### src/rtl/dc_cfg.svh
// Data memory subsystem configuration
`ifndef DC_CFG_SVH
`define DC_CFG_SVH

// Byte address width
`define DC_ADDR_W 16

// Data word width in bits
`define DC_DATA_W 64

// Number of words in the data memory
`define DC_MEM_WORDS 256

// Transaction id width, the all-ones id marks an AMO
`define DC_TID_W 4

// Extra cycles an AMO keeps the memory busy
`define DC_AMO_LAT 1

`endif

### src/rtl/dc_pkg.sv
// Data memory subsystem types
`include "dc_cfg.svh"

package dc_pkg;

  typedef logic [`DC_ADDR_W-1:0]   addr_t;
  typedef logic [`DC_DATA_W-1:0]   data_t;
  typedef logic [`DC_DATA_W/8-1:0] be_t;
  typedef logic [`DC_TID_W-1:0]    tid_t;
  typedef logic [1:0]              size_t;

  // Port source id
  typedef logic sid_t;

  localparam sid_t  SID_LOAD  = 1'b0;
  localparam sid_t  SID_STORE = 1'b1;
  localparam tid_t  AMO_TID   = '1;
  localparam size_t SIZE_WORD = 2'b10;

  // AMO opcode as issued by the core
  typedef enum logic [3:0] {
    AMO_NONE,
    AMO_LR,
    AMO_SC,
    AMO_SWAP,
    AMO_ADD,
    AMO_AND,
    AMO_OR,
    AMO_XOR,
    AMO_MAX,
    AMO_MAXU,
    AMO_MIN,
    AMO_MINU
  } amo_op_e;

  // Operation seen by the data memory
  typedef enum logic [3:0] {
    MEM_LOAD,
    MEM_STORE,
    MEM_AMO_SWAP,
    MEM_AMO_ADD,
    MEM_AMO_AND,
    MEM_AMO_OR,
    MEM_AMO_XOR,
    MEM_AMO_MAX,
    MEM_AMO_MAXU,
    MEM_AMO_MIN,
    MEM_AMO_MINU
  } mem_op_e;

  typedef struct packed {
    logic  data_req;
    addr_t addr;
    be_t   data_be;
    size_t data_size;
    tid_t  data_id;
  } load_req_t;

  typedef struct packed {
    logic  data_gnt;
    logic  data_rvalid;
    tid_t  data_rid;
    data_t data_rdata;
  } load_rsp_t;

  typedef struct packed {
    logic  data_req;
    addr_t addr;
    data_t data_wdata;
    be_t   data_be;
    size_t data_size;
  } store_req_t;

  typedef struct packed {
    logic data_gnt;
  } store_rsp_t;

  typedef struct packed {
    logic    req;
    amo_op_e amo_op;
    size_t   size;
    addr_t   operand_a;
    data_t   operand_b;
  } amo_req_t;

  typedef struct packed {
    logic  ack;
    data_t result;
  } amo_rsp_t;

  typedef struct packed {
    addr_t   addr;
    data_t   wdata;
    mem_op_e op;
    be_t     be;
    size_t   size;
    sid_t    sid;
    tid_t    tid;
    logic    need_rsp;
  } mem_req_t;

  typedef struct packed {
    data_t rdata;
    sid_t  sid;
    tid_t  tid;
  } mem_rsp_t;

endpackage

### src/rtl/port_arbiter.sv
// Two-port round-robin request arbiter
`timescale 1ns/10ps

module port_arbiter
  import dc_pkg::*;
(
  input  logic           clk_i,
  input  logic           rst_n_i,
  input  logic     [1:0] in_valid_i,
  output logic     [1:0] in_ready_o,
  input  mem_req_t [1:0] in_req_i,
  output logic           out_valid_o,
  input  logic           out_ready_i,
  output mem_req_t       out_req_o,
  input  logic           rsp_valid_i,
  input  mem_rsp_t       rsp_i,
  output logic     [1:0] rsp_valid_o
);

  sid_t last_q;
  sid_t pick;
  logic both;

  assign both = &in_valid_i;

  // On contention the port that lost last time goes first
  assign pick = both ? ~last_q : sid_t'(in_valid_i[1]);

  assign out_valid_o = |in_valid_i;

  always_comb begin
    out_req_o     = in_req_i[pick];
    out_req_o.sid = pick;
  end

  // A port is held off only while the other one wins
  assign in_ready_o[SID_LOAD]  = out_ready_i && !(both && (pick != SID_LOAD));
  assign in_ready_o[SID_STORE] = out_ready_i && !(both && (pick != SID_STORE));

  always_ff @(posedge clk_i) begin
    if (!rst_n_i) begin
      last_q <= SID_STORE;
    end else if (out_valid_o && out_ready_i) begin
      last_q <= pick;
    end
  end

  // Responses steered back by source id
  assign rsp_valid_o[SID_LOAD]  = rsp_valid_i && (rsp_i.sid == SID_LOAD);
  assign rsp_valid_o[SID_STORE] = rsp_valid_i && (rsp_i.sid == SID_STORE);

endmodule

### config.mk
export PLATFORM = sky130hd
export DESIGN_NAME = port_arbiter
export DESIGN_NICKNAME = d
export VERILOG_FILES = /design/src/rtl/dc_pkg.sv /design/src/rtl/port_arbiter.sv
export VERILOG_INCLUDE_DIRS = /design/src /design/src/rtl
export SDC_FILE = /design/constraint.sdc
export NUM_CORES = 1
export LEC_CHECK = 0
export BUFFER_PORTS_ARGS = -buffer_cell sky130_fd_sc_hd__buf_2
export CAP_MARGIN = 40
export CELL_PAD_IN_SITES_DETAIL_PLACEMENT = 1
export CELL_PAD_IN_SITES_GLOBAL_PLACEMENT = 2
export CORE_AREA = 2 2 146 148
export CTS_BUF_LIST = sky130_fd_sc_hd__clkbuf_16
export CTS_CLUSTER_SIZE = 40
export DETAILED_ROUTE_END_ITERATION = 8
export DIE_AREA = 0 0 148 150
export GPL_TIMING_DRIVEN = 0
export PLACE_DENSITY = 0.83
export RECOVER_POWER = 25
export SETUP_SLACK_MARGIN = 0.02
export SKIP_LAST_GASP = 1
export SLEW_MARGIN = 20
export SYNTH_ARGS = -nofsm -noshare
export SYNTH_HDL_FRONTEND = slang
export SYNTH_SLANG_ARGS = --single-unit
### constraint.sdc
create_clock -name clk_i -period 1.6 [get_ports clk_i]
set_clock_uncertainty 0.05 [all_clocks]
set_input_delay 0.08 -clock clk_i [delete_from_list [all_inputs] [get_ports clk_i]]
set_output_delay 0.08 -clock clk_i [all_outputs]
set_load 0.01 [all_outputs]
==> results by group <==
Logic synthesis
  • Post-synthesis cell area: 0.00180 mm²
  • Cell taking the most area after synthesis: mux2_4
  • Share of the synthesized area in the top cell type: 82.6%
  • Mapped Cells: around 120
  • Asr flop ratio synth: 0%
  • Flop and latch count out of synthesis: 1
  • Synth top area cells: mux2_4, buf_12, dfxtp_1
  • Dominant cell by count in the synthesized netlist: mux2_4
  • Synthesized area per cell: 14.6 µm²
  • Primary FF master, synth: dfxtp_1
  • Commonest cells post-synth: mux2_4, buf_12, a31oi_1, inv_1
  • Sequential share of the synthesized area: 1.11%
  • Post-synth EDFFs: 0
  • Synth warn: 0
  • Distinct cells, synth: 13
  • Syn_nets: 398

STA
  • Final worst-path cycle share: roughly 95%
  • Final-report max-slew violation count: 0
  • Final WS setup: approximately 79 ps
  • Final hold vios: 0
  • RSZ-0062 raised after global routing: yes
  • Final setup fails: 0
  • Fmax: 0.657 GHz
  • Hold WS: 220 ps
  • Worst Tran Pin Value: 213 ps
  • Rel. slew slack: roughly 86%
  • Fin crit period: around 1500 ps

Worst setup path
  • Worst EP required: 1470 ps
  • WS Path Type: flop to output pin
  • CP max stage delay: 330 ps
  • Startpoint Class: flop
  • Critical path capture point type: output pin
  • Crit-path cells: a21boi_4 > clkbuf_16 > buf_12 > mux2_4 > buf_2
  • Worst Path Arrival: 1390 ps
  • Worst-path fanout max: 10
  • Critical Path Slowest Stage Cell: dfxtp_2

Layout
  • Flip-flop count of the largest register after layout: 1
  • Net count, final: 710
  • Share of cells above drive strength 1: 96.5%
  • Diode count: 0
  • Area growth, synth to finish: 107%
  • Layout Utilization: approximately 18%
  • Fill cells: 2530
  • Reg with most FFs: last_q
  • Largest registers: last_q (1)

Power
  • Power Density: 334 mW/mm²
  • Total power: 1.24 mW
  • Pleak: 2.12 nW
  • VDD IR-drop max: 146 µV

Global routing
  • Initial antenna violation count: 0
  • Pin count of the biggest net entering global routing: 11
  • Gr ovfl total: 0
  • Vias in the first global route: 2537
  • First-pass GRT wire length: 13100 µm
  • Total track usage: approximately 7.3%

Drt
  • Total Wirelength: 9510 µm
  • Post-DR vias/cell: roughly 3.3
  • Antenna Nets Post-Route: 0
  • Initial DRT Pass Iterations: 4
  • Initial DRC count: 80
  • DRC Markers: 0
  • Vias: 2307
  • Per-cell routed wire length: 13.4 µm

Worst hold path
  • Worst hold path type: input port to flop

Floorplan
  • Die X-Extent: 148 µm
  • Cell Rows: between 50 and 60
  • Core Box Area: 0.0207 mm²
  • Io pins: between 300 and 400
  • Die H: 150 µm
  • Die area: 0.0222 mm²
  • Initial core utilization: 8.70%

Job
  • Max-Cap Viols: 0

Placement
  • GPL Wtd Cong: 0.828
  • Port bufs: ~310
  • Post-detail-place hpwl: 8670 µm
  • Pre-CTS setup slack: approximately 55 ps

CTS
  • Clk Latency, worst-skew pair: 0 ps
  • Worst-path clk slew: 0 ps

Run status
  • Status: finished clean
## final cells by class
cell class | count | area [µm²] | share of cell area, %
inverter | 2 | 7.51 | 0.202
multi-input combinational | 108 | 1550 | 41.8
buffer | 12 | 228 | 6.12
sequential | 1 | 21.3 | 0.572
timing repair buffer | 310 | 1570 | 42.1
tap | 275 | 344 | 9.25
## worst max-delay path, delay by kind of cell, from the launching register on
family                 cells  cell delay, ps
flip-flops                 1             330
AO/OA/AOI/OAI              1             220
buffers and inverters      3             520
multiplexers               1             310
## where the power goes
part | switching [mW] | internal (mW)
sequential | 0.00303 | 0.0276
combinational | 0.475 | 0.737
clock | 0 | 0
total | 0.478 | 0.764
## worst paths after layout
| path | from | end | slack [ps] | cells past startpoint |
|---|---|---|---|---|
| min reg2reg | last_q | last_q | 540 | 2 |
| min | rst_n_i | last_q | 220 | 2 |
| max | last_q | out_req_o[11] | 80 | 5 |
| max reg2reg | last_q | last_q | 820 | 2 |
## repair_timing
action,CTS,global route
hold buffers,0,0
setup endpoints to repair,0,4
resized for setup,0,2
buffers inserted,0,0
## layer usage
| metal | up-vias | part of all wire [%] | wire [µm] | track usage, % |
|---|---|---|---|---|
| met4 | 0 | 0.26 | 25 | 0.190 |
| li1 | 1082 | - | - | - |
| met5 | - | 0 | 0 | 0 |
| met1 | 1061 | 40 | 3800 | 8.92 |
| met2 | 160 | 50 | 4780 | 13.8 |
| met3 | 4 | 9.5 | 900 | 1.62 |
## kinds of logic (layout without fill, tap and decap cells)
logic type | Yosys count | after routing | synth area share [%]
simple gates | 4 | 4 | 1.39
flops | 1 | 1 | 1.11
compound gates | 5 | 5 | 1.88
buf+inv | 14 | 324 | 13.1
mux | 99 | 99 | 82.6
## layout by cell type, fill, tap and decap left out
master and n:
dfxtp_2 1, a21oi_1 1, buf_12 11, inv_1 2
nor2b_1 1, clkbuf_16 1, a21boi_4 1, or2_1 1
buf_2 304, o21ai_1 1, buf_4 1, and2_1 1
mux2_4 99, clkbuf_1 5, a31oi_1 2, and3_1 1
## stage by stage
stage	cells	instance area [µm²]	TNS (ps)
after floorplan	123	1800	0
after global placement	707	3690	0
after detailed placement	707	3690	0
after CTS	707	3690	0
after global routing	708	3720	-41.6
final	708	3720	0
Note: power is estimated with default switching activity, not from simulation.
